===== config.mk =====
export PLATFORM = sky130hd
export DESIGN_NAME = mfp_ahb_decoder
export DESIGN_NICKNAME = d
export VERILOG_FILES = /design/src/logic/mfp_pkg.sv /design/src/logic/mfp_ahb_decoder.sv
export SDC_FILE = /design/constraint.sdc
export NUM_CORES = 1
export LEC_CHECK = 0
export ABC_CLOCK_PERIOD_IN_PS = 3000
export BUFFER_PORTS_ARGS = -buffer_cell sky130_fd_sc_hd__buf_4
export CAP_MARGIN = 20
export CORE_MARGIN = 2
export CORE_UTILIZATION = 35
export CTS_BUF_LIST = sky130_fd_sc_hd__clkbuf_4 sky130_fd_sc_hd__clkbuf_8
export DETAILED_ROUTE_END_ITERATION = 8
export PLACE_DENSITY = 0.76
export SYNTH_ARGS = -nofsm -noshare
export SYNTH_HDL_FRONTEND = slang
export SYNTH_SLANG_ARGS = --single-unit
export TNS_END_PERCENT = 50

===== constraint.sdc =====
create_clock -name clk -period 3 [get_ports clk]
set_clock_uncertainty 0.2 [all_clocks]
set_input_delay 0.9 -clock clk [delete_from_list [all_inputs] [get_ports clk]]
set_output_delay 0.9 -clock clk [all_outputs]
set_load 0.1 [all_outputs]

===== src/logic/mfp_pkg.sv =====
package mfp_pkg;

    // AHB-Lite transfer types
    localparam logic [1:0] HTRANS_IDLE   = 2'b00;
    localparam logic [1:0] HTRANS_BUSY   = 2'b01;
    localparam logic [1:0] HTRANS_NONSEQ = 2'b10;
    localparam logic [1:0] HTRANS_SEQ    = 2'b11;

    // transfer sizes
    localparam logic [2:0] HSIZE_BYTE = 3'b000;
    localparam logic [2:0] HSIZE_HALF = 3'b001;
    localparam logic [2:0] HSIZE_WORD = 3'b010;

    typedef enum logic [1:0]
    {
        tgt_none,
        tgt_ram,
        tgt_gpio
    } target_t;

    typedef struct packed
    {
        logic        valid;
        target_t     target;
        logic        write;
        logic [2:0]  size;
        logic [31:0] addr;
    } ahb_access_t;

    // address map
    localparam logic [31:0] RAM_BASE  = 32'h0000_0000;
    localparam logic [31:0] GPIO_BASE = 32'h1F80_0000;

    // gpio register offsets
    localparam logic [11:0] GPIO_RED_LEDS   = 12'h000;
    localparam logic [11:0] GPIO_GREEN_LEDS = 12'h004;
    localparam logic [11:0] GPIO_SWITCHES   = 12'h008;
    localparam logic [11:0] GPIO_BUTTONS    = 12'h00C;
    localparam logic [11:0] GPIO_LIGHT      = 12'h014;

    // board pins
    localparam int SWITCH_WIDTH    = 18;
    localparam int BUTTON_WIDTH    = 5;
    localparam int RED_LED_WIDTH   = 18;
    localparam int GREEN_LED_WIDTH = 9;
    localparam int LIGHT_WIDTH     = 16;

    // default values of the system parameters
    localparam int DEFAULT_RAM_ADDR_WIDTH = 10;
    localparam int DEFAULT_SPI_CLK_DIV    = 4;
    localparam int DEFAULT_SPI_GAP        = 8;

endpackage


===== src/logic/mfp_ahb_decoder.sv =====
module mfp_ahb_decoder
(
    input  logic                 clk,
    input  logic                 rst,
    input  logic [31:0]          haddr,
    input  logic [1:0]           htrans,
    input  logic [2:0]           hsize,
    input  logic                 hwrite,
    output mfp_pkg::ahb_access_t addr_phase,
    output mfp_pkg::ahb_access_t data_phase
);

    import mfp_pkg::*;

    logic    active;
    target_t target;

    // only NONSEQ and SEQ start a transfer
    assign active = (htrans == HTRANS_NONSEQ) || (htrans == HTRANS_SEQ);

    always_comb
    begin
        if (!active)
            target = tgt_none;
        else if (haddr[31:28] == RAM_BASE[31:28])
            target = tgt_ram;
        else if (haddr[31:12] == GPIO_BASE[31:12])
            target = tgt_gpio;
        else
            target = tgt_none;
    end

    always_comb
    begin
        addr_phase.valid  = active;
        addr_phase.target = target;
        addr_phase.write  = hwrite;
        addr_phase.size   = hsize;
        addr_phase.addr   = haddr;
    end

    // address phase moves into the data phase on every clock
    always_ff @(posedge clk)
    begin
        if (rst)
            data_phase <= '0;
        else
            data_phase <= addr_phase;
    end

endmodule


### Word level (Yosys, flattened, before mapping)

Cells that the tools add are included.

| storage, ports and cells | value |
|---|---|
| output and inout port bits | 78 |
| word-level logic and storage cells | 13 |
| flip-flop bits (word level) | 39 |
| bits of input ports | 40 |

| operators by class | value |
|---|---|
| equal/unequal tests | 3 |
| muxes and demuxes | 3 |
| reductions and logical operators | 2 |

Operators with widths:

| cell | number |
|---|---|
| 20-bit by 17-bit equality test with 1-bit output, second input constant | 1 |
| 2-bit two-way mux | 3 |
| 2-bit equality test, second input constant | 2 |
| 4-bit zero test | 1 |
| 1-bit logical OR | 1 |

### Depth between registers and ports, before layout

| logic depth | value |
|---|---|
| depth in word-level cells | 4 |
| gate-level depth with buffers | 3 |
| depth with buffers taken out | 3 |

### Least setup slack after synthesis

No wires, ideal clock.

| timing path | value |
|---|---|
| path kind | input to output |
| start point | in haddr[16] |
| end point | out addr_phase[37] in the netlist's numbering |
| buffers on the path | 0 |
| setup slack | -1.637 ns |
| cell stages on the path | 2 |
| arrival time | 3.537 ns |
| required time | 1.900 ns |
| path through | or4_4 > nor3_1 |

RTL lines:

| element | RTL line | text |
|---|---|---|
| from (decl) | mfp_ahb_decoder.sv:5 | `input logic [31:0] haddr,` |
| to (decl) | mfp_ahb_decoder.sv:9 | `output mfp_pkg::ahb_access_t addr_phase,` |

==> reports/metrics.cfg <==
[timing]
worstMarginPinSlew_ns = 0.381
hold_viol = 0
setup_violations = 1
setup_tns_ns = -0.0903
layout_setup_ws_ns = -0.0903
slew_headroom_pct = 74.6
period_minus_slack_ns = 3.09
rsz0062_at_grt = true
max_freq_mhz = 324
maxSlewViolCount = 0
min_period_over_period_pct = 103

[power]
comb_power_share_pct = 38.8
power.density_nw_per_um2 = 632
p_seq_share_pct = 37.4
switchingPower_uw = 618
internal_power_uw = 853
vdd_ir_drop_max_uv = 253
p_leak_uw = 0.00117
pwr-share-clk_pct = 23.8
p_sw_share_pct = 42.0

[route]
wl_per_cell_microns = 11.6
drt-vias-per-instance = 3.98
drc_errors = 0
top_layer_used = met4
vias = 1113
ant_nets = 0
wl_met1_microns = 1060
dr.first_iter.drc_count = 34
drt_wl_total_microns = 3250
drtPass1Iterations = 4
wl_met2_microns = 1700
met3_wirelength_microns = 454

[clock_tree]
cts_made_buffers = 5
clk_path_buf_depth = 2
h-tree-depth = 2
holdBufCountCts = 0
cts_tree = yes
cts_root_buf = clkbuf_8
clk_pin_slew_worst_paths_ns = 0.07
clock-sinks = 39

[placed_design]
gp_congestion = 0.610
dp_slack_ns = -0.230
port_buffers = 116
hpwl_microns = 2530

[die]
ios = 118
die_w_microns = 67.6
rows = 23
start_util_pct = 35.9
coreArea_sq_um = 3940
fp.dieArea_sq_um = 4570
die_y_microns = 67.6

[outcome]
outcome = finished with violations
violations = setup timing

[synthesis]
post_synth.cell_area_avg_sq_um = 10.9
yosysMostFrequentCell = dfxtp_1
seq_area_frac_synth_pct = 55.2
yosysWarnings = 0
synthesis.area_sq_um = 1420
synth.largest_area_cell = dfxtp_1
synth-seq-cells = 39
syn_inst = 130
synth-edff-count = 0
synth_cell_types = 17
synth.area.top_cells = dfxtp_1 (55%), buf_4 (20%), nor2b_1 (17%), nor4b_4 (1.7%), nor4b_2 (1.1%)
synth_flop_cell = dfxtp_1
synthTopCellsByCount = dfxtp_1 (39), nor2b_1 (38), buf_4 (37)
synthDominantCellAreaShare_pct = 55.2
synthArstFlopShare_pct = 0
syn_nets = 170

[grt]
grt_pass1_vias = 1005
grt_max_degree = 39
track_usage_pct = 13.8
grt-ovfl-total = 0
antenna_found_initial = 0
grt_pass1_wl_microns = 4420

[finish]
nNetsFinal = 269
area_growth_pct = 64.5
top_regs = data_phase x39
layout-drive-gt1-share_pct = 64.8
num-fill-cells = 347
largest_register_ffs = 39
num_antenna_cells = 0
regMostFlops = data_phase

[setup_path]
crit_path_start_kind = input pin
end_kind = output pin
arrival_ns = 1.99
crit_fanout = 2
worstSetupPathType = in2out
required_ns = 1.90

[min_path]
hp-class = in2reg
hold_depth = 2

[flow_run]
maxCapViolCount = 0

worst paths after layout:
| kind | slack (ns) | start | to |
|---|---|---|---|
| max | -0.09 | haddr[22] | addr_phase[37] |
| min | 0.63 | haddr[7] | data_phase[7] |
metrics by stage:
stage	instances	utilization (%)	area, sq um	hold WS, ns	total power (uW)
2_1_floorplan	130	-	1440	0.784	1020
3_3_place_gp	271	55.8	2200	0.918	1130
3_5_place_dp	271	55.8	2200	0.927	1130
4_1_cts	280	58.9	2320	0.616	1490
5_1_grt	280	59.0	2330	0.620	1520
6_report	280	59.0	2330	0.629	1470
power groups by stage:
stage | Sequential [uW] | Combinational (uW) | Clock (uW)
detailed placement | 563 | 571 | 0
floorplan | 757 | 263 | 0
global placement | 562 | 568 | 0
CTS | 551 | 574 | 368
global route | 553 | 586 | 384
finish | 551 | 571 | 350
worst max-delay path, stage by stage:
cell and delay [ns]:
buf_6 0.09, or4_4 0.55, nor3_4 0.24, buf_12 0.20
cell type report:
type | instances | area [sq um] | area share (%)
Timing Repair Buffer | 134 | 1030 | 44.2
Multi-Input combinational cell | 49 | 365 | 15.7
Sequential cell | 39 | 781 | 33.5
Tap cell | 50 | 62.6 | 2.69
Clock buffer | 7 | 83.8 | 3.60
Clock inverter | 1 | 5.00 | 0.215
metal layers:
layer / global-route usage (%) / vias up
met5: 0 / -
met3: 6.50 / 4
li1: - / 561
met4: 7.65 / 0
met1: 11.8 / 476
met2: 26.0 / 72
layout by cell type, fill, tap and decap left out, drive strengths merged:
cell,instances
and4b,1
buf,134
clkbuf,7
clkinv,1
dfxtp,39
nand2,1
nand3,1
nand4,1
nor2,1
nor2b,39
nor3,1
nor4,1
nor4b,2
or4,1
cells by family after synthesis:
kind of cell / synth area share (%)
buffers and inverters: 21.0
flip-flops: 55.2
AND/OR/NAND/NOR: 23.8
timing repair:
| action | in CTS | in global routing |
|---|---|---|
| resized for setup | 6 | 1 |
| setup endpoints to repair | 1 | 2 |
| endpoints found under the hold margin | 0 | 0 |
| pin swaps | 3 | 1 |
| setup buffers | 1 | 0 |
Note: power is estimated with default switching activity, not from simulation.
