**src/logic/mfp_pkg.sv**
```systemverilog
package mfp_pkg;

    // AHB-Lite transfer types
    localparam logic [1:0] HTRANS_IDLE   = 2'b00;
    localparam logic [1:0] HTRANS_BUSY   = 2'b01;
    localparam logic [1:0] HTRANS_NONSEQ = 2'b10;
    localparam logic [1:0] HTRANS_SEQ    = 2'b11;

    // transfer sizes
    localparam logic [2:0] HSIZE_BYTE = 3'b000;
    localparam logic [2:0] HSIZE_HALF = 3'b001;
    localparam logic [2:0] HSIZE_WORD = 3'b010;

    typedef enum logic [1:0]
    {
        tgt_none,
        tgt_ram,
        tgt_gpio
    } target_t;

    typedef struct packed
    {
        logic        valid;
        target_t     target;
        logic        write;
        logic [2:0]  size;
        logic [31:0] addr;
    } ahb_access_t;

    // address map
    localparam logic [31:0] RAM_BASE  = 32'h0000_0000;
    localparam logic [31:0] GPIO_BASE = 32'h1F80_0000;

    // gpio register offsets
    localparam logic [11:0] GPIO_RED_LEDS   = 12'h000;
    localparam logic [11:0] GPIO_GREEN_LEDS = 12'h004;
    localparam logic [11:0] GPIO_SWITCHES   = 12'h008;
    localparam logic [11:0] GPIO_BUTTONS    = 12'h00C;
    localparam logic [11:0] GPIO_LIGHT      = 12'h014;

    // board pins
    localparam int SWITCH_WIDTH    = 18;
    localparam int BUTTON_WIDTH    = 5;
    localparam int RED_LED_WIDTH   = 18;
    localparam int GREEN_LED_WIDTH = 9;
    localparam int LIGHT_WIDTH     = 16;

    // default values of the system parameters
    localparam int DEFAULT_RAM_ADDR_WIDTH = 10;
    localparam int DEFAULT_SPI_CLK_DIV    = 4;
    localparam int DEFAULT_SPI_GAP        = 8;

endpackage

```
**src/logic/mfp_ahb_gpio.sv**
```systemverilog
module mfp_ahb_gpio
(
    input  logic                                clk,
    input  logic                                rst,
    input  mfp_pkg::ahb_access_t                addr_phase,
    input  mfp_pkg::ahb_access_t                data_phase,
    input  logic [31:0]                         hwdata,
    input  logic [mfp_pkg::SWITCH_WIDTH-1:0]    switches,
    input  logic [mfp_pkg::BUTTON_WIDTH-1:0]    buttons,
    input  logic [mfp_pkg::LIGHT_WIDTH-1:0]     light_value,
    output logic [mfp_pkg::RED_LED_WIDTH-1:0]   red_leds,
    output logic [mfp_pkg::GREEN_LED_WIDTH-1:0] green_leds,
    output logic [31:0]                         gpio_rdata
);

    import mfp_pkg::*;

    logic wr_en;
    logic rd_en;

    assign wr_en = data_phase.valid && (data_phase.target == tgt_gpio) && data_phase.write;
    assign rd_en = addr_phase.valid && (addr_phase.target == tgt_gpio) && !addr_phase.write;

    // led registers take the low bits of the word, size is ignored
    always_ff @(posedge clk)
    begin
        if (rst)
        begin
            red_leds   <= '0;
            green_leds <= '0;
        end
        else if (wr_en)
        begin
            case (data_phase.addr[11:0])
                GPIO_RED_LEDS:   red_leds   <= hwdata[RED_LED_WIDTH-1:0];
                GPIO_GREEN_LEDS: green_leds <= hwdata[GREEN_LED_WIDTH-1:0];
                default:         ;
            endcase
        end
    end

    // inputs are sampled at the address phase
    always_ff @(posedge clk)
    begin
        if (rd_en)
        begin
            case (addr_phase.addr[11:0])
                GPIO_RED_LEDS:   gpio_rdata <= 32'(red_leds);
                GPIO_GREEN_LEDS: gpio_rdata <= 32'(green_leds);
                GPIO_SWITCHES:   gpio_rdata <= 32'(switches);
                GPIO_BUTTONS:    gpio_rdata <= 32'(buttons);
                GPIO_LIGHT:      gpio_rdata <= 32'(light_value);
                default:         gpio_rdata <= '0;
            endcase
        end
    end

endmodule

```
**config.mk**
```make
export PLATFORM = sky130hd
export DESIGN_NAME = mfp_ahb_gpio
export DESIGN_NICKNAME = d
export VERILOG_FILES = /design/src/logic/mfp_pkg.sv /design/src/logic/mfp_ahb_gpio.sv
export SDC_FILE = /design/constraint.sdc
export NUM_CORES = 1
export LEC_CHECK = 0
export BUFFER_PORTS_ARGS = -buffer_cell sky130_fd_sc_hd__buf_2
export CAP_MARGIN = 20
export CORE_ASPECT_RATIO = 2
export CORE_MARGIN = 3
export CORE_UTILIZATION = 37
export DETAILED_ROUTE_END_ITERATION = 10
export PLACE_DENSITY_LB_ADDON = 0.15
export SLEW_MARGIN = 20
export SYNTH_ARGS = -nofsm -noshare
export SYNTH_HDL_FRONTEND = slang
export SYNTH_SLANG_ARGS = --single-unit
```
**constraint.sdc**
```tcl
create_clock -name clk -period 3 [get_ports clk]
set_input_delay 0.3 -clock clk [delete_from_list [all_inputs] [get_ports clk]]
set_output_delay 0.3 -clock clk [all_outputs]
set_load 0.03 [all_outputs]
```
== Word-level counts from Yosys, hierarchy flattened ==
Index checks and enable logic that the tools add are counted.

* Equal/unequal tests: 7
* Mux-type cells: 1
* Reductions and logical operators: 9

{| class="wikitable"
|+ Operators with widths
! kind !! number
|-
| $pmux W18 S5 || 1
|-
| $eq A12 B3 Y1 const B || 2
|-
| $eq A12 B4 Y1 const B || 2
|-
| $logic_not A12 Y1 || 2
|-
| $eq A12 B5 Y1 const B || 1
|-
| $eq A2 B2 Y1 const B || 2
|-
| $logic_and A1 B1 Y1 || 4
|-
| $reduce_and A2 Y1 || 2
|-
| $logic_not A1 Y1 || 1
|}

* Register bits after elaboration: 59
* Bits of input ports: 151
* Output and inout bits: 59
* Word-level logic and storage cells: 20

== Logic depth before layout (Yosys ltp) ==
* Depth in word-level cells: 4
* Gate-level depth with buffers: 6
* Depth with buffers taken out: 4

== Worst setup path before layout ==
Ideal clock, no wire load.

* Kind: input-to-reg
* Start point: input addr_phase[35] (netlist name)
* End point: register gpio_rdata[0] (enable)
* Setup time: 440 ps
* Arrival time: 2144 ps
* Data required time: 2560 ps
* Path slack: 416 ps
* Stages: 1
* Buffers on the path: 0
* Cells stage by stage: nor4bb_1

* Word-level cells in the longest chain between the ends: 2

{| class="wikitable"
|+ Ends and longest elaborated chain
! item !! line !! RTL
|-
| start, declared || mfp_ahb_gpio.sv:5 || <nowiki>input mfp_pkg::ahb_access_t addr_phase,</nowiki>
|-
| $logic_not A1 Y1 || mfp_ahb_gpio.sv:22 || <nowiki>assign rd_en = addr_phase.valid && (addr_phase.target == tgt_gpio) && !addr_phase.write;</nowiki>
|-
| $logic_and A1 B1 Y1 || mfp_ahb_gpio.sv:22 ||
|-
| end signal, assigned || mfp_ahb_gpio.sv:48 || <nowiki>GPIO_RED_LEDS: gpio_rdata <= 32'(red_leds);</nowiki>
|-
| end signal, assigned || mfp_ahb_gpio.sv:49 || <nowiki>GPIO_GREEN_LEDS: gpio_rdata <= 32'(green_leds);</nowiki>
|-
| end signal, assigned || mfp_ahb_gpio.sv:50 || <nowiki>GPIO_SWITCHES: gpio_rdata <= 32'(switches);</nowiki>
|-
| end, declared || mfp_ahb_gpio.sv:13 || <nowiki>output logic [31:0] gpio_rdata</nowiki>
|}

Every way passes these cells.
A chain may end at the register's enable or synchronous reset.

== Final worst setup path ==
* Start point: input addr_phase[9] (netlist name)
* End point: register gpio_rdata[11] (data pin)

* Word-level cells in the longest chain between the ends: 2
* Elaborated cells between the ends (all ways): 6
* Classes of those cells: eq/ne (4); mux (1); reduce/logical (1)

{| class="wikitable"
|+ Ends and longest elaborated chain
! item !! line !! RTL
|-
| $eq A12 B5 Y1 (tied with other cells) || mfp_ahb_gpio.sv:47 || <nowiki>case (addr_phase.addr[11:0])</nowiki>
|-
| $pmux W18 S5 (*) || mfp_ahb_gpio.sv:47 ||
|}

Every way passes the cells marked *; elsewhere a longest branch is shown, timed or not.

==> qor.yml <==
yosysWarnings: 0
yosysUniqueCellTypes: 37
ctsHoldBuffers: 0
syn_avg_cell_area_um2: 9.54
worst_slew_pin_slew_ns: 0.687
synth_top_area_share_pct: 24.4
power.leakage_nw: 1.45
drt_pass1_iterations: 5
htree_levels: 2
antenna_left: 0
end_kind: "flop"
grt_usage_pct: 17.4
synth_edf_count: 18
synth.top_cells.by_count: "49 x nand2_1, 27 x dfxtp_1, 18 x a21oi_1, 18 x edfxtp_1, 14 x buf_4"
first_iter_violations: 113
required_ns: 3.16
synth_top_area_cell: "dfxtp_1"
path_cells: "buf_2 > or4_4 > nor4b_4 > buf_4 > a222oi_1 > inv_1"
slew_violations: 0
netlist_area_mm2: 0.00221
hold_path.class: "in -> reg"
route.detailed.drc: 0
max_freq_mhz: 515
clock_sinks: 45
grt_pass1_wl_um: 9270
timing.slew.headroom_pct: 54.2
cts_buffers: 5
async_flop_share_pct: 0
cts_setup_buffers: 0
cp.arrival_ns: 2.10
ioPinCount: 210
synth-seq-area-share_pct: 48.8
total_power_mw: 1.31
postRouteWirelength_um: 6210
nNetsFinal: 514
yosysMostFrequentCell: "nand2_1"
cts-root-buf: "clkbuf_16"
synthXorXnorAreaFrac_pct: 0
synth_adder_area_share_pct: 0
r2r_slack_ns: 1.98
fin_skew_ns: 0.00423
period_needed_ns: 1.94
dpl.hpwl_um: 4880
vias: 2158
worstSetupStartpointType: "input pin"
synth_top_family_by_area: "simple AND/OR/NAND/NOR gates"
grt-ovfl-total: 0
p_per_area_mw_per_mm2: 433
cts.clk_slew.worst_paths_ns: 0.06
vdd_ir_drop_max_mv: 0.371
initial_core_util_pct: 38.4
clk_path_buf_depth: 2
drive_above_1_share_pct: 42.6
port_buffers: 135
core_mm2: 0.00576
die_w_um: 60.7
synth.top_cells.by_area: "dfxtp_1 24%, edfxtp_1 24%, nand2_1 8.3%"
insertion_delay_ns: 0.29
netlist_instances: 232
path_max_fanout: 10
antenna_cells: 0
syn_to_final_growth_pct: 36.7
hold_viol_final: 0
tns_ns: 0
place_ws_ns: 0.724
die_area_mm2: 0.00700
cts_resized: 0
final_util_pct: 52.6
grt_pass1_vias: 2008
row_count: 39
rsz0062_at_grt: "false"
synth-main-ff-cell: "dfxtp_1"
path_class: "in -> reg"
wl_per_cell_um: 14.6
layout_setup_ws_ns: 1.06
antenna_found_initial: 0
run_status: "finished clean"
cts_tree: "done"
setup_violations: 0
gp_congestion: 0.753
via_per_inst: 5.08
fin_crit_sh_pct: 64.8
slowest_delay_ns: 0.62
grt_start_max_net_pins: 28
synthMuxAreaShare_pct: 4.07
die_h_um: 115
synth_compound_area_share_pct: 14.0
drv_cap: 0
critPathTopFamily: "simple AND/OR/NAND/NOR gates"
yosys.area_share.simple_pct: 23.0
slowest_stage: "or4_4"
cp_num_buf_inv: 3
synth_seq_cells: 45
through the flow:
| stage | cells | hold WS [ns] | instance area (um^2) |
|---|---|---|---|
| floorplan | 245 | 0.440 | 2260 |
| global placement | 417 | 0.454 | 2890 |
| detailed placement | 417 | 0.459 | 2890 |
| CTS | 425 | 0.246 | 3030 |
| global route | 425 | 0.257 | 3030 |
| finish | 425 | 0.252 | 3030 |
layout make-up:
type                            instances  area [um^2]
Clock buffer                            7          134
Clock inverter                          1         6.26
Fill cell                             583         2730
Inverter                               11         41.3
Multi-Input combinational cell        160          975
Sequential cell                        45         1080
Tap cell                               61         76.3
Timing Repair Buffer                  140          713
power by group:
group / internal (mW) / switching [mW]
clock network: 0.313 / 0.221
registers: 0.639 / 0.00129
logic: 0.0552 / 0.0804
total: 1.01 / 0.303
cell families after synthesis:
group	Yosys count
and+or+nand+nor	95
DFF	45
buffers and inverters	40
AOI/OAI and AO/OA	42
other	1
muxes	9
registers in the layout, indices dropped and copies added, names as in the netlist:
register and flops:
gpio_rdata 18, green_leds 9, red_leds 18
layer usage:
layer  global-route usage, %  wire [um]  up-vias  part of all wire [%]
met2                    28.1       2940      117                    47
li1                        -          -     1081                     -
met5                       0          0        -                     0
met3                    5.28        683        6                    11
met4                    6.51         98        0                   1.6
met1                    21.2       2490      954                    40
worst reg2reg max path, cell delays in order (launching register included):
cell      delay [ns]
dfxtp_1         0.32
a222oi_1        0.38
inv_1           0.07
worst paths after layout:
check,from,to,cells after the start
min,hwdata[12],red_leds[12]$_SDFFE_PP0P_,3
max,addr_phase[9],gpio_rdata[11]$_DFFE_PP_,6
min reg2reg,red_leds[5]$_SDFFE_PP0P_,red_leds[5]$_SDFFE_PP0P_,2
max reg2reg,red_leds[11]$_SDFFE_PP0P_,gpio_rdata[11]$_DFFE_PP_,2
cells in the final DEF (no fill, tap or decap), types with 9 or more instances in the layout:
| master | count |
|---|---|
| nor2_1 | 12 |
| mux2i_1 | 9 |
| dfxtp_1 | 27 |
| a222oi_1 | 13 |
| edfxtp_1 | 18 |
| buf_2 | 135 |
| inv_1 | 11 |
| conb_1 | 14 |
| a21oi_1 | 18 |
| nand2_1 | 49 |
(Power assumes the default switching activity.)
