--- src/logic/mfp_pkg.sv ---
package mfp_pkg;

    // AHB-Lite transfer types
    localparam logic [1:0] HTRANS_IDLE   = 2'b00;
    localparam logic [1:0] HTRANS_BUSY   = 2'b01;
    localparam logic [1:0] HTRANS_NONSEQ = 2'b10;
    localparam logic [1:0] HTRANS_SEQ    = 2'b11;

    // transfer sizes
    localparam logic [2:0] HSIZE_BYTE = 3'b000;
    localparam logic [2:0] HSIZE_HALF = 3'b001;
    localparam logic [2:0] HSIZE_WORD = 3'b010;

    typedef enum logic [1:0]
    {
        tgt_none,
        tgt_ram,
        tgt_gpio
    } target_t;

    typedef struct packed
    {
        logic        valid;
        target_t     target;
        logic        write;
        logic [2:0]  size;
        logic [31:0] addr;
    } ahb_access_t;

    // address map
    localparam logic [31:0] RAM_BASE  = 32'h0000_0000;
    localparam logic [31:0] GPIO_BASE = 32'h1F80_0000;

    // gpio register offsets
    localparam logic [11:0] GPIO_RED_LEDS   = 12'h000;
    localparam logic [11:0] GPIO_GREEN_LEDS = 12'h004;
    localparam logic [11:0] GPIO_SWITCHES   = 12'h008;
    localparam logic [11:0] GPIO_BUTTONS    = 12'h00C;
    localparam logic [11:0] GPIO_LIGHT      = 12'h014;

    // board pins
    localparam int SWITCH_WIDTH    = 18;
    localparam int BUTTON_WIDTH    = 5;
    localparam int RED_LED_WIDTH   = 18;
    localparam int GREEN_LED_WIDTH = 9;
    localparam int LIGHT_WIDTH     = 16;

    // default values of the system parameters
    localparam int DEFAULT_RAM_ADDR_WIDTH = 10;
    localparam int DEFAULT_SPI_CLK_DIV    = 4;
    localparam int DEFAULT_SPI_GAP        = 8;

endpackage

--- src/logic/mfp_als_spi_receiver.sv ---
module mfp_als_spi_receiver
#(
    parameter int SPI_CLK_DIV = mfp_pkg::DEFAULT_SPI_CLK_DIV,
    parameter int SPI_GAP     = mfp_pkg::DEFAULT_SPI_GAP
)
(
    input  logic                            clk,
    input  logic                            rst,
    output logic                            spi_cs,
    output logic                            spi_sck,
    input  logic                            spi_sdo,
    output logic [mfp_pkg::LIGHT_WIDTH-1:0] light_value
);

    import mfp_pkg::*;

    localparam int DIV_W = $clog2(SPI_CLK_DIV + 1);
    localparam int GAP_W = $clog2(SPI_GAP + 1);

    logic [DIV_W-1:0]       div_cnt;
    logic [GAP_W-1:0]       gap_cnt;
    logic [4:0]             half_cnt;
    logic [LIGHT_WIDTH-1:0] shift_reg;
    logic                   half_done;

    assign half_done = (div_cnt == DIV_W'(SPI_CLK_DIV - 1));

    always_ff @(posedge clk)
    begin
        if (rst)
        begin
            spi_cs      <= 1'b1;
            spi_sck     <= 1'b0;
            div_cnt     <= '0;
            gap_cnt     <= '0;
            half_cnt    <= '0;
            light_value <= '0;
        end
        else if (spi_cs)
        begin
            // idle gap, then open the next frame
            if (gap_cnt == GAP_W'(SPI_GAP - 1))
            begin
                gap_cnt <= '0;
                spi_cs  <= 1'b0;
            end
            else
                gap_cnt <= gap_cnt + 1'b1;
        end
        else if (half_done)
        begin
            div_cnt  <= '0;
            spi_sck  <= ~spi_sck;
            half_cnt <= half_cnt + 1'b1;
            // sck about to rise, sdo is stable here
            if (!spi_sck)
                shift_reg <= {shift_reg[LIGHT_WIDTH-2:0], spi_sdo};
            // 32 half periods make one frame
            if (half_cnt == 5'd31)
            begin
                spi_cs      <= 1'b1;
                light_value <= shift_reg;
            end
        end
        else
            div_cnt <= div_cnt + 1'b1;
    end

endmodule

--- config.mk ---
export PLATFORM = sky130hd
export DESIGN_NAME = mfp_als_spi_receiver
export DESIGN_NICKNAME = d
export VERILOG_FILES = /design/src/logic/mfp_pkg.sv /design/src/logic/mfp_als_spi_receiver.sv
export SDC_FILE = /design/constraint.sdc
export NUM_CORES = 1
export LEC_CHECK = 0
export BUFFER_PORTS_ARGS = -buffer_cell sky130_fd_sc_hd__buf_2
export CORE_UTILIZATION = 50
export CTS_CLUSTER_DIAMETER = 100
export CTS_CLUSTER_SIZE = 16
export DETAILED_ROUTE_END_ITERATION = 10
export HOLD_SLACK_MARGIN = 0.06
export PLACE_DENSITY = 0.81
export SLEW_MARGIN = 20
export SYNTH_ARGS = -nofsm -noshare
export SYNTH_HDL_FRONTEND = slang
export SYNTH_SLANG_ARGS = --single-unit
--- constraint.sdc ---
create_clock -name clk -period 2.46 [get_ports clk]
set_input_delay 0.492 -clock clk [delete_from_list [all_inputs] [get_ports clk]]
set_output_delay 0.492 -clock clk [all_outputs]
set_load 0.02 [all_outputs]
==> Word-level counts from Yosys, hierarchy flattened <==
Cells that the tools add are included.
{ "totals": {"inputBits": 3, "reg_bits": 46, "word_cells": 25} }
{ "classes": {"n_mux": 6, "n_eq_ne": 3, "n_reduce_logical": 3, "bitwise": 3, "addsub": 3} }
{ "op_table": {"columns": ["op", "n"], "rows": [
  ["adder 5 x 1 -> 5 bit, second input constant", 1],
  ["equality test 5 bit, second input constant", 1],
  ["adder 4 x 1 -> 4 bit, second input constant", 1],
  ["equality test 4 x 3 -> 1 bit, second input constant", 1],
  ["2-to-1 mux 1 bit", 4],
  ["2-to-1 mux 4 bit", 1],
  ["AND reduction 4 bit", 1],
  ["adder 3 x 1 -> 3 bit, second input constant", 1],
  ["equality test 3 x 2 -> 1 bit, second input constant", 1],
  ["2-to-1 mux 3 bit", 1],
  ["inverter 1 bit", 3],
  ["AND reduction 3 bit", 1],
  ["AND reduction 2 bit", 1]
]} }

==> Longest topological paths before layout <==
{ "logic_depth": {"ltp_word": 4, "depth_mapped": 8} }

==> Worst setup path after synthesis <==
OpenSTA, ideal clock, no wires.
{ "synth_timing": {"path_type": "reg-to-reg", "start": "register div_cnt[0]", "end": "register shift_reg[0], enable pin", "stages_incl_launch_ff": 4, "arrival_time_ns": 2.203, "required_time_ns": 2.047, "setup_time_ns": 0.413, "path_slack_ns": -0.155, "path_cell_list": "dfxtp_1 > ha_1 > nor3b_4 > nor3b_1"} }
{ "synth_via": {"elab_chain_cells": 2} }
{ "synth_lines": {"columns": ["element", "line_no", "text"], "rows": [
  ["start: declaration", "mfp_als_spi_receiver.sv:20", "logic [DIV_W-1:0] div_cnt;"],
  ["start signal: assignment", "mfp_als_spi_receiver.sv:66", "div_cnt <= div_cnt + 1'b1;"],
  ["equality test 3 x 2 -> 1 bit", "mfp_als_spi_receiver.sv:26", "assign half_done = (div_cnt == DIV_W'(SPI_CLK_DIV - 1));"],
  ["AND reduction 4 bit (no source line)", null, null],
  ["end signal: assignment", "mfp_als_spi_receiver.sv:57", "shift_reg <= {shift_reg[LIGHT_WIDTH-2:0], spi_sdo};"],
  ["end: declaration", "mfp_als_spi_receiver.sv:23", "logic [LIGHT_WIDTH-1:0] shift_reg;"]
]} }
No other way between the ends.
A chain may end at the register's enable or synchronous reset.

==> Worst setup path after layout <==
{ "layout_timing": {"start": "register half_cnt[0]", "end": "register light_value[8] in the netlist's numbering"} }
{ "layout_via": {"elab_chain_cells": 2} }
{ "layout_lines": {"columns": ["element", "line_no", "text"], "rows": [
  ["start: declaration", "mfp_als_spi_receiver.sv:22", "logic [4:0] half_cnt;"],
  ["start signal: assignment", "mfp_als_spi_receiver.sv:54", "half_cnt <= half_cnt + 1'b1;"],
  ["equality test 5 bit", "mfp_als_spi_receiver.sv:59", "if (half_cnt == 5'd31)"],
  ["AND reduction 3 bit (no source line)", null, null],
  ["end signal: assignment", "mfp_als_spi_receiver.sv:62", "light_value <= shift_reg;"],
  ["end: declaration", "mfp_als_spi_receiver.sv:12", "output logic [mfp_pkg::LIGHT_WIDTH-1:0] light_value"]
]} }
No other way between the ends.

==> qor.yml <==
outcome:
  status: "complete, no violations"
placed_design:
  dp_hpwl_um: 1760
  dpl_cell_area_mm2: 0.00180
  io_buffers: 20
  dpl.cell_count: 204
  gp_congestion: 0.673
  place_ws_ns: 0.521
clock_network:
  clock_sinks: 46
  cts_tree: "done"
  cts_setup_buffers: 0
  path_clk_slew_ns: 0.11
  cts_hold_buf: 0
  root_buffer: "clkbuf_4"
  insertion_delay_ns: 0.35
  cts_resized: 0
  numCtsBuffers: 5
  clock_path_buffers: 2
  htreeDepth: 2
logic_synthesis:
  syn-num-nets: 154
  yosysUniqueCellTypes: 26
  syn_inst: 147
  yosysSeqAreaShare: 0.646
  synthesis.area_mm2: 0.00167
  avgSynthCellArea_um2: 11.4
  yosysWarnings: 0
  synth-seq-cells: 46
floorplan:
  initial_core_util: 0.539
  ios: 21
  die_y_um: 59.8
  rows: 20
  dieWidth_um: 59.8
  design.die.area_mm2: 0.00358
  core-area_mm2: 0.00310
sta:
  max_freq_ghz: 0.517
  worst_slack_ns: 0.525
  hold_slack_ns: 0.316
  rsz0062_at_grt: "false"
  tightest_slew_ns: 0.670
  fin_tns_setup_ns: 0
  skew_ns: 0.0114
  finalSetupViolCount: 0
  final-hold-violation-count: 0
  finalCritPeriodShare: 0.786
  maxSlewHeadroom: 0.551
  period_minus_slack_ns: 1.93
  report.final.slew_viol_count: 0
critical_path:
  crit_required_ns: 2.68
  cp.arrival_ns: 2.15
  critPathMaxStageDelay_ns: 0.55
  r2r_slack_ns: 0.53
  r2r-start: "half_cnt[0]"
  endpoint: "light_value[8]"
  cp_max_fo: 17
  critical_path_class: "register to register"
  crit_top_cell: "ha_1"
  crit_chain: "ha_1 > and3_1 > ha_1 > nand4bb_1 > nand2_1 > a21oi_1"
  slowest_stage: "nand4bb_1"
  endpoint_kind: "register"
  cp-startpoint: "half_cnt[0]"
  cp-start-kind: "register"
  reg2regPathDepth: 6
  reg2reg_to: "light_value[8]"
grt:
  grt_pass1_wl_um: 4260
  grt_max_degree: 33
  grt_usage: 0.170
  antenna_found_initial: 0
  grt_overflow: 0
  first_global_vias: 981
route:
  drc: 0
  drt_iter0_markers: 37
  dr.pass1.iters: 4
  wl_per_cell_um: 12.3
  dr_total_vias: 1088
  viasPerCell: 5.16
  routed_wl_um: 2600
  antenna_left: 0
cells_and_area:
  stdcell_area_mm2: 0.00187
  nets: 174
  diodes: 0
  n_fill_cell: 278
  final_cells: 211
  final_common_cell: "nand2_1"
  drive_above_1_share: 0.192
  syn_to_final_growth_pct: 12.0
  mostFrequentLayoutCells: "nand2_1, dfxtp_1, buf_2, a21oi_1, edfxtp_1"
power:
  leakage_uw: 0.000721
  peakVddDrop_v: 0.000396
  powerDensity_mw_per_mm2: 656
hold_path:
  hold_class: "primary input to register"
flow_run:
  cap_violations: 0
[metrics by stage]
step | total power (uW) | utilization
global placement | 827 | 0.581
floorplan | 823 | -
finish | 1230 | 0.604
global route | 1280 | 0.604
detailed placement | 830 | 0.581
CTS | 1240 | 0.604
[synth_stat cells]
cell / number / area share
a21oi_1: 19 / 0.057
and3_1: 1 / 0.0037
and4bb_1: 2 / 0.015
buf_2: 4 / 0.012
buf_4: 1 / 0.0045
clkbuf_1: 3 / 0.0067
dfxtp_1: 30 / 0.36
edfxtp_1: 16 / 0.29
ha_1: 4 / 0.030
mux2_4: 1 / 0.0090
mux2i_1: 4 / 0.024
nand2_1: 35 / 0.079
nand2b_1: 1 / 0.0037
nand3b_1: 2 / 0.0090
nand4_1: 1 / 0.0037
nand4_2: 1 / 0.0075
nand4bb_1: 1 / 0.0067
nor2_1: 8 / 0.018
nor2b_1: 1 / 0.0037
nor2b_2: 1 / 0.0052
nor3_1: 2 / 0.0060
nor3b_1: 2 / 0.0090
nor3b_4: 1 / 0.011
or3_1: 1 / 0.0037
xnor2_1: 3 / 0.016
xor2_1: 2 / 0.010
[logic make-up after synthesis]
group | count (synthesis) | share of synthesized area
adder cells (fa/ha/maj) | 4 | 0.0299
AND/OR/NAND/NOR | 60 | 0.185
AO/OA/AOI/OAI | 19 | 0.0568
XOR/XNOR | 5 | 0.0262
buffers and inverters | 8 | 0.0232
flip-flops | 46 | 0.646
multiplexers | 5 | 0.0329
[how the worst min path moves through the flow]
stage / cells past startpoint / endpoint / from
after global placement: 0 / shift_reg[5] / shift_reg[4]
final: 1 / shift_reg[0] / spi_sdo
after detailed placement: 0 / shift_reg[15] / shift_reg[14]
after CTS: 1 / shift_reg[0] / spi_sdo
after floorplan: 0 / shift_reg[10] / shift_reg[9]
after global routing: 1 / shift_reg[0] / spi_sdo
[power by group]
part / switching (uW) / internal, uW
Combinational: 13.8 / 7.70
Sequential: 4.85 / 786
Clock: 212 / 206
[critical path, delay by kind of cell (launching register included)]
family                   cells  cell delay (ns)
AO/OA/AOI/OAI                1             0.09
AND/OR/NAND/NOR              3             0.98
flip-flops                   1             0.40
adder cells (fa/ha/maj)      2             0.33
[routing by layer]
metal | GRT usage | wire (um) | vias up
met1 | 0.199 | 1140 | 517
met5 | 0 | 0 | -
met4 | 0.110 | 48 | 0
li1 | - | - | 539
met3 | 0.0455 | 109 | 5
met2 | 0.275 | 1300 | 27
[final cells by class]
class	count	area (um2)	area share
clock inverter	2	33.8	0.0180
tap	44	55.1	0.0294
clock buffer	5	37.5	0.0200
multi-input combinational	93	558	0.298
sequential	46	1080	0.577
timing repair buffer	21	108	0.0574
No activity file was read; power rests on OpenSTA's default activity.
