File: config.mk
export PLATFORM = sky130hd
export DESIGN_NAME = mfp_ahb_read_mux
export DESIGN_NICKNAME = d
export VERILOG_FILES = /design/src/logic/mfp_pkg.sv /design/src/logic/mfp_ahb_read_mux.sv
export SDC_FILE = /design/constraint.sdc
export NUM_CORES = 1
export LEC_CHECK = 0
export BUFFER_PORTS_ARGS = -buffer_cell sky130_fd_sc_hd__buf_2
export CAP_MARGIN = 25
export CORE_MARGIN = 10
export CORE_UTILIZATION = 19
export DETAILED_ROUTE_END_ITERATION = 6
export PLACE_DENSITY = 0.78
export REMOVE_ABC_BUFFERS = 1
export SYNTH_ARGS = -nofsm -noshare
export SYNTH_HDL_FRONTEND = slang
export SYNTH_SLANG_ARGS = --single-unit
File: constraint.sdc
create_clock -name vclk -period 1.15
set_input_delay 0.115 -clock vclk [all_inputs]
set_output_delay 0.115 -clock vclk [all_outputs]
set_load 0.01 [all_outputs]
File: src/logic/mfp_pkg.sv
package mfp_pkg;

    // AHB-Lite transfer types
    localparam logic [1:0] HTRANS_IDLE   = 2'b00;
    localparam logic [1:0] HTRANS_BUSY   = 2'b01;
    localparam logic [1:0] HTRANS_NONSEQ = 2'b10;
    localparam logic [1:0] HTRANS_SEQ    = 2'b11;

    // transfer sizes
    localparam logic [2:0] HSIZE_BYTE = 3'b000;
    localparam logic [2:0] HSIZE_HALF = 3'b001;
    localparam logic [2:0] HSIZE_WORD = 3'b010;

    typedef enum logic [1:0]
    {
        tgt_none,
        tgt_ram,
        tgt_gpio
    } target_t;

    typedef struct packed
    {
        logic        valid;
        target_t     target;
        logic        write;
        logic [2:0]  size;
        logic [31:0] addr;
    } ahb_access_t;

    // address map
    localparam logic [31:0] RAM_BASE  = 32'h0000_0000;
    localparam logic [31:0] GPIO_BASE = 32'h1F80_0000;

    // gpio register offsets
    localparam logic [11:0] GPIO_RED_LEDS   = 12'h000;
    localparam logic [11:0] GPIO_GREEN_LEDS = 12'h004;
    localparam logic [11:0] GPIO_SWITCHES   = 12'h008;
    localparam logic [11:0] GPIO_BUTTONS    = 12'h00C;
    localparam logic [11:0] GPIO_LIGHT      = 12'h014;

    // board pins
    localparam int SWITCH_WIDTH    = 18;
    localparam int BUTTON_WIDTH    = 5;
    localparam int RED_LED_WIDTH   = 18;
    localparam int GREEN_LED_WIDTH = 9;
    localparam int LIGHT_WIDTH     = 16;

    // default values of the system parameters
    localparam int DEFAULT_RAM_ADDR_WIDTH = 10;
    localparam int DEFAULT_SPI_CLK_DIV    = 4;
    localparam int DEFAULT_SPI_GAP        = 8;

endpackage

File: src/logic/mfp_ahb_read_mux.sv
module mfp_ahb_read_mux
(
    input  mfp_pkg::ahb_access_t data_phase,
    input  logic [31:0]          ram_rdata,
    input  logic [31:0]          gpio_rdata,
    output logic [31:0]          hrdata
);

    import mfp_pkg::*;

    logic is_read;

    assign is_read = data_phase.valid && !data_phase.write;

    // unmapped space, writes and idle cycles return zero
    always_comb
    begin
        hrdata = '0;
        if (is_read)
        begin
            case (data_phase.target)
                tgt_ram:  hrdata = ram_rdata;
                tgt_gpio: hrdata = gpio_rdata;
                default:  hrdata = '0;
            endcase
        end
    end

endmodule

# Word level (Yosys, flattened, before mapping)
# Cells that the tools add are included.
# word_totals
wordCells	6
regBits	0
# classes
n_mux	2
reduce_logical	2
eq_ne	2
# ops
op	n
$pmux 32 s2	1
$mux 32	1
$eq 2x1->1 const B	1
$eq 2x2->1 const B	1
$logic_and 1x1->1	1
$logic_not 1->1	1

# Depth between registers and ports, before layout
# Gate-level depths: netlist of run 1.
# depth
depth_word	3
ltp_mapped	6
mapped_depth_nobuf	4

# Worst setup path before layout of run 1
# OpenSTA, ideal clock, no wires.
# synth_timing
path_kind	input to output
startpoint	in data_phase[36] in the netlist's numbering
endpoint	out hrdata[10]
stages	6
setup_slack_ps	-188
arrival_time_ps	1223
path_buffers	2
required_ps	1035
cell_sequence	inv_1 -> ha_1 -> or3b_1 -> buf_6 -> buf_8 -> nor2_1
# synth_between
elab_chain_len	3
word_cells_on_any_way	4
classes_between	2 x eq/ne; 2 x mux
# synth_rtl
item	line	rtl
from (decl)	mfp_ahb_read_mux.sv:3	input mfp_pkg::ahb_access_t data_phase,
$eq 2x2->1 or $eq 2x1->1 (tied branches)	mfp_ahb_read_mux.sv:21	case (data_phase.target)
$pmux 32 s2 *	mfp_ahb_read_mux.sv:21	
$mux 32 *	mfp_ahb_read_mux.sv:19	if (is_read)
to (decl)	mfp_ahb_read_mux.sv:6	output logic [31:0] hrdata
# Mark *: on every way between the ends. The rest lies on a longest branch, timed or not.

# Worst setup path in the final report of run 1
# layout_timing
startpoint	in data_phase[36] in the netlist's numbering
endpoint	out hrdata[24]
# Same word-level chain as after synthesis.

==> impl_metrics.yaml, run 1 <==
timing:
  hold_viol: 0
  grt_setup_unrepaired: "yes"
  worst_pin_slew_ns: 0.297
  finalCriticalPeriod_ns: 1.43
  fin_crit_sh_pct: 124
  setup-tns-final_ns: -8.06
  max_freq_ghz: 0.700
  maxSlewHeadroom_pct: 80.2
  worst_slack_ns: -0.279
  finalSetupViolations: 32
  drv_slew: 0
min_path:
  hold_class: "in2out"
  min-delay-start: "ram_rdata[12]"
global_routing:
  grt_usage_pct: 12.4
  grt_pass1_wl_um: 5330
  antenna_found_initial: 0
  grt_pass1_vias: 1130
  grt.overflow.total: 0
  grt_start_max_net_pins: 19
cells_and_area:
  drive_gt1_share_pct: 78.3
  clkbuf_count: 0
  seqCellArea_um2: 0
  final_cells: 210
  utilization_pct: 49.3
  nets: 287
  syn2layout_area_growth_pct: 152
  num_antenna_cells: 0
  numSequentialCells: 0
  nFillCells: 269
drt:
  wl_per_cell_um: 16.1
  drc: 0
  vias: 1001
  wirelength_um: 3390
  routed_via_density: 4.77
  first_pass_iters: 4
  ant_nets: 0
  drtIter0Drc: 29
floorplanning:
  coreArea_um2: 2450
  die-width_um: 70.3
  ioPinCount: 135
  fp.dieArea_um2: 4940
  start_util_pct: 19.6
  die_y_um: 70.3
  rows: 18
placement:
  dp_cells: 206
  io_buffers: 100
  gp_congestion: 0.665
  dp_hpwl_um: 2540
  place_ws_ns: -0.339
status:
  outcome: "finished with violations"
  failed_checks: "setup timing"
power_and_ir_drop:
  p_leak_nw: 0.642
  p_per_area_nw_per_um2: 306
  ir_drop_mv: 0.222
  p_total_mw: 0.370
critical_path:
  worstPathRequired_ns: 1.03
  endpoint_kind: "primary output"
  critPathLaunchType: "input pin"
  crit_start: "data_phase[36]"
  cp_max_fo: 7
  critPathKind: "in2out"
  crit_arrival_ns: 1.31
yosys:
  yosys_warnings: 0
  synthCells: 79
  synth_seq_area_share_pct: 0
  synth_cell_types: 8
  synth_area_um2: 480
  avgSynthCellArea_um2: 6.08
clock_tree:
  hold_buffers: 0
  cts_setup_buffers: 0
run:
  max-cap-violations: 0
## final timing paths
path	to	slack, ns	cells past startpoint
worst max-delay path	hrdata[24]	-0.28	7
worst min-delay path	hrdata[12]	0.58	4
## cell usage after synthesis
library cell / count / area, um2
inv_1: 2 / 7.51
buf_8: 3 / 45.0
clkbuf_1: 6 / 22.5
or3b_1: 1 / 8.76
nor2_1: 32 / 120
ha_1: 2 / 25.0
a22oi_1: 32 / 240
buf_6: 1 / 11.3
## final cells by class
type	instances	area (um2)	area share [%]
Inverter	2	10.0	0.826
Multi-Input combinational cell	67	497	41.0
Tap cell	30	37.5	3.10
Timing Repair Buffer	111	667	55.1
## power by group
part	switching, mW	total [mW]	internal, mW
registers	0	0	0
logic	0.173	0.370	0.197
clock network	0	0	0
## layout by cell type, fill, tap and decap left out
master and n:
a22oi_1 32, inv_4 1, buf_2 94, nor2_4 4
buf_6 9, buf_4 5, nor2_1 5, or3b_4 1
inv_1 1, ha_4 1, buf_16 1, ha_1 1
buf_8 2, nor2_2 23
## critical path, cell delays in order
cell	delay (ns)
buf_6	0.10
inv_4	0.04
ha_4	0.18
or3b_4	0.48
buf_16	0.18
nor2_2	0.08
buf_2	0.14
## metal layers
layer	track usage [%]	wire length, um	vias to the layer above
li1	-	-	494
met1	13.5	1280	441
met2	22.2	1650	64
met3	5.65	433	2
met4	0.658	21	0
met5	0	0	-
## kinds of logic after synthesis
kind of cell             synth area share [%]
AO/OA/AOI/OAI                            50.0
AND/OR/NAND/NOR                          26.8
adder cells (fa/ha/maj)                  5.21
buffers and inverters                    18.0
## stage by stage
step,hold slack (ns),area (um2)
final,0.577,1210
after floorplan,0.433,402
after global routing,0.603,1210
after detailed placement,0.559,992
after CTS,0.576,1110
after global placement,0.552,992
## timing repair
item | CTS | global route
gates resized for setup | 22 | 31
endpoints found under the setup margin | 32 | 32
pin swaps | 34 | 2
gates cloned | 4 | 0
(Power assumes the default switching activity.)
==> run 2, diff against run 1 <==
--- a/config.mk
+++ b/config.mk
@@ -5,12 +5,12 @@
 export SDC_FILE = /design/constraint.sdc
 export NUM_CORES = 1
 export LEC_CHECK = 0
+export ABC_AREA = 1
 export BUFFER_PORTS_ARGS = -buffer_cell sky130_fd_sc_hd__buf_2
 export CAP_MARGIN = 25
-export CORE_MARGIN = 10
-export CORE_UTILIZATION = 19
+export CORE_UTILIZATION = 25
 export DETAILED_ROUTE_END_ITERATION = 6
-export PLACE_DENSITY = 0.78
+export PLACE_DENSITY = 0.75
 export REMOVE_ABC_BUFFERS = 1
 export SYNTH_ARGS = -nofsm -noshare
 export SYNTH_HDL_FRONTEND = slang
==> run 2 against run 1 <==
Compared with the run above: the flow finishes with violations (DRC, setup timing); area after synthesis grew 62%; worst setup slack gained 0.20 ns; worst hold slack gained 0.039 ns; maximum frequency grew 16%; critical path type unchanged; critical endpoint is now hrdata[25].
==> impl_metrics.yaml, run 2 <==
floorplanning:
  coreArea_um2: 2850
  die_y_um: 57.9
  fp.dieArea_um2: 3350
  rows: 19
  start_util_pct: 27.4
  die-width_um: 57.9
  ioPinCount: 135
cells_and_area:
  final_cells: 309
  final_common_cell: "nand2_1"
  layout_common_cells: "96 x nand2_1, 78 x buf_2, 32 x inv_1"
  nFillCells: 299
  clkbuf_count: 0
  num_antenna_cells: 0
  nets: 385
  numSequentialCells: 0
  syn2layout_area_growth_pct: 120
  seqCellArea_um2: 0
  drive_gt1_share_pct: 52.5
critical_path:
  cp_slowest_stage_delay_ns: 0.24
  endpoint_kind: "primary output"
  critPathSlowestCell: "clkbuf_16"
  cpMostUsedCell: "inv_4"
  critPathBufInv: 5
  crit_arrival_ns: 1.11
  critical_path.cell_chain: "buf_8 > inv_4 > ha_4 > inv_4 > nand3_4 > clkbuf_16 > nor2_2 > buf_2"
  crit_family: "buffers and inverters"
  critPathLaunchType: "input pin"
  cp_max_fo: 8
  critPathKind: "in2out"
  worstPathRequired_ns: 1.03
drt:
  drtIter0Drc: 61
  vias: 1315
  ant_nets: 0
  routed_via_density: 4.26
  first_pass_iters: 7
  wirelength_um: 3330
  drc: 7
  wl_per_cell_um: 10.8
global_routing:
  grt_usage_pct: 16.1
  grt_start_max_net_pins: 17
  grt_pass1_wl_um: 4440
  grt.overflow.total: 0
  antenna_found_initial: 0
  grt_pass1_vias: 1118
yosys:
  synth_seq_area_share_pct: 0
  synthTopCellsByCount: "96 x nand2_1, 36 x inv_1, 19 x nor2_2"
  synth_cell_types: 9
  synth_top_area_cell: "nand2_1"
  synthCells: 176
  yosysMostFrequentCell: "nand2_1"
  synth_area_um2: 781
  synth_top_area_share_pct: 46.2
  synth_area_leaders: "nand2_1 46%, inv_1 17%, nor2_2 15%, buf_6 8.7%, nor2_1 6.3%"
  yosys_warnings: 0
  avgSynthCellArea_um2: 4.44
min_path:
  hold_class: "in2out"
timing:
  finalCriticalPeriod_ns: 1.23
  max_freq_ghz: 0.814
  maxSlewHeadroom_pct: 86.9
  hold_viol: 0
  worst_pin_slew_ns: 0.196
  drv_slew: 0
  worst_slack_ns: -0.0792
  setup-tns-final_ns: -1.36
  fin_crit_sh_pct: 107
  grt_setup_unrepaired: "yes"
  finalSetupViolations: 32
placement:
  dp_cells: 304
  io_buffers: 100
  place_ws_ns: -0.0607
  dp_hpwl_um: 2020
  gp_congestion: 0.754
power_and_ir_drop:
  p_total_mw: 0.500
  ir_drop_mv: 0.161
  p_leak_nw: 0.991
  p_per_area_nw_per_um2: 291
status:
  failed_checks: "DRC, setup timing"
  outcome: "finished with violations"
clock_tree:
  hold_buffers: 0
run:
  max-cap-violations: 0
## run 2: changes by cell type after synthesis, sizes merged, moves of 5 or more
cell	change
a22oi	-32
clkbuf	-6
nand2	+96
inv	+34
buf	+5
## run 2: cell type report
class	count	area, um2	area share [%]
Multi-Input combinational cell	131	718	41.7
Inverter	36	140	8.15
Tap cell	31	38.8	2.25
Timing Repair Buffer	111	823	47.9
## run 2: power breakdown
group          total, mW  switching [mW]  internal (mW)  leakage, nW
registers              0               0              0            0
logic              0.500           0.253          0.248        0.991
clock network          0               0              0            0
total              0.500           0.253          0.248        0.991
## run 2: cells by family after synthesis
kind of cell	count (synthesis)	share of synthesized area (%)
and+or+nand+nor	129	68.3
buffers and inverters	45	28.5
adders and majority gates	2	3.20
## run 2: worst paths after layout
check	startpoint	endpoint	slack, ns	cells after the start
worst max-delay path	data_phase[36]	hrdata[25]	-0.08	8
worst min-delay path	gpio_rdata[4]	hrdata[4]	0.62	6
## run 2: per-layer routing
layer,part of all wire (%),wire length [um],up-vias,track usage (%)
met4,0.60,20,0,0
met1,37,1230,560,17.1
met5,0,0,-,0
met3,6.5,217,2,1.34
met2,56,1870,57,35.1
li1,-,-,696,-
## run 2: what timing repair did
item | CTS | global route
hold endpoints to repair | 0 | 0
gates cloned | 3 | 2
endpoints found under the setup margin | 32 | 32
buffers inserted | 0 | 0
resized for setup | 14 | 55
pin swaps | 6 | 22
## run 2: per-stage QoR
stage / area (um2) / hold WS [ns] / util [%]
final: 1720 / 0.616 / 60.3
after global routing: 1720 / 0.655 / 60.3
after CTS: 1410 / 0.606 / 49.3
after detailed placement: 1290 / 0.606 / 45.4
after global placement: 1290 / 0.600 / 45.4
after floorplan: 693 / 0.394 / -
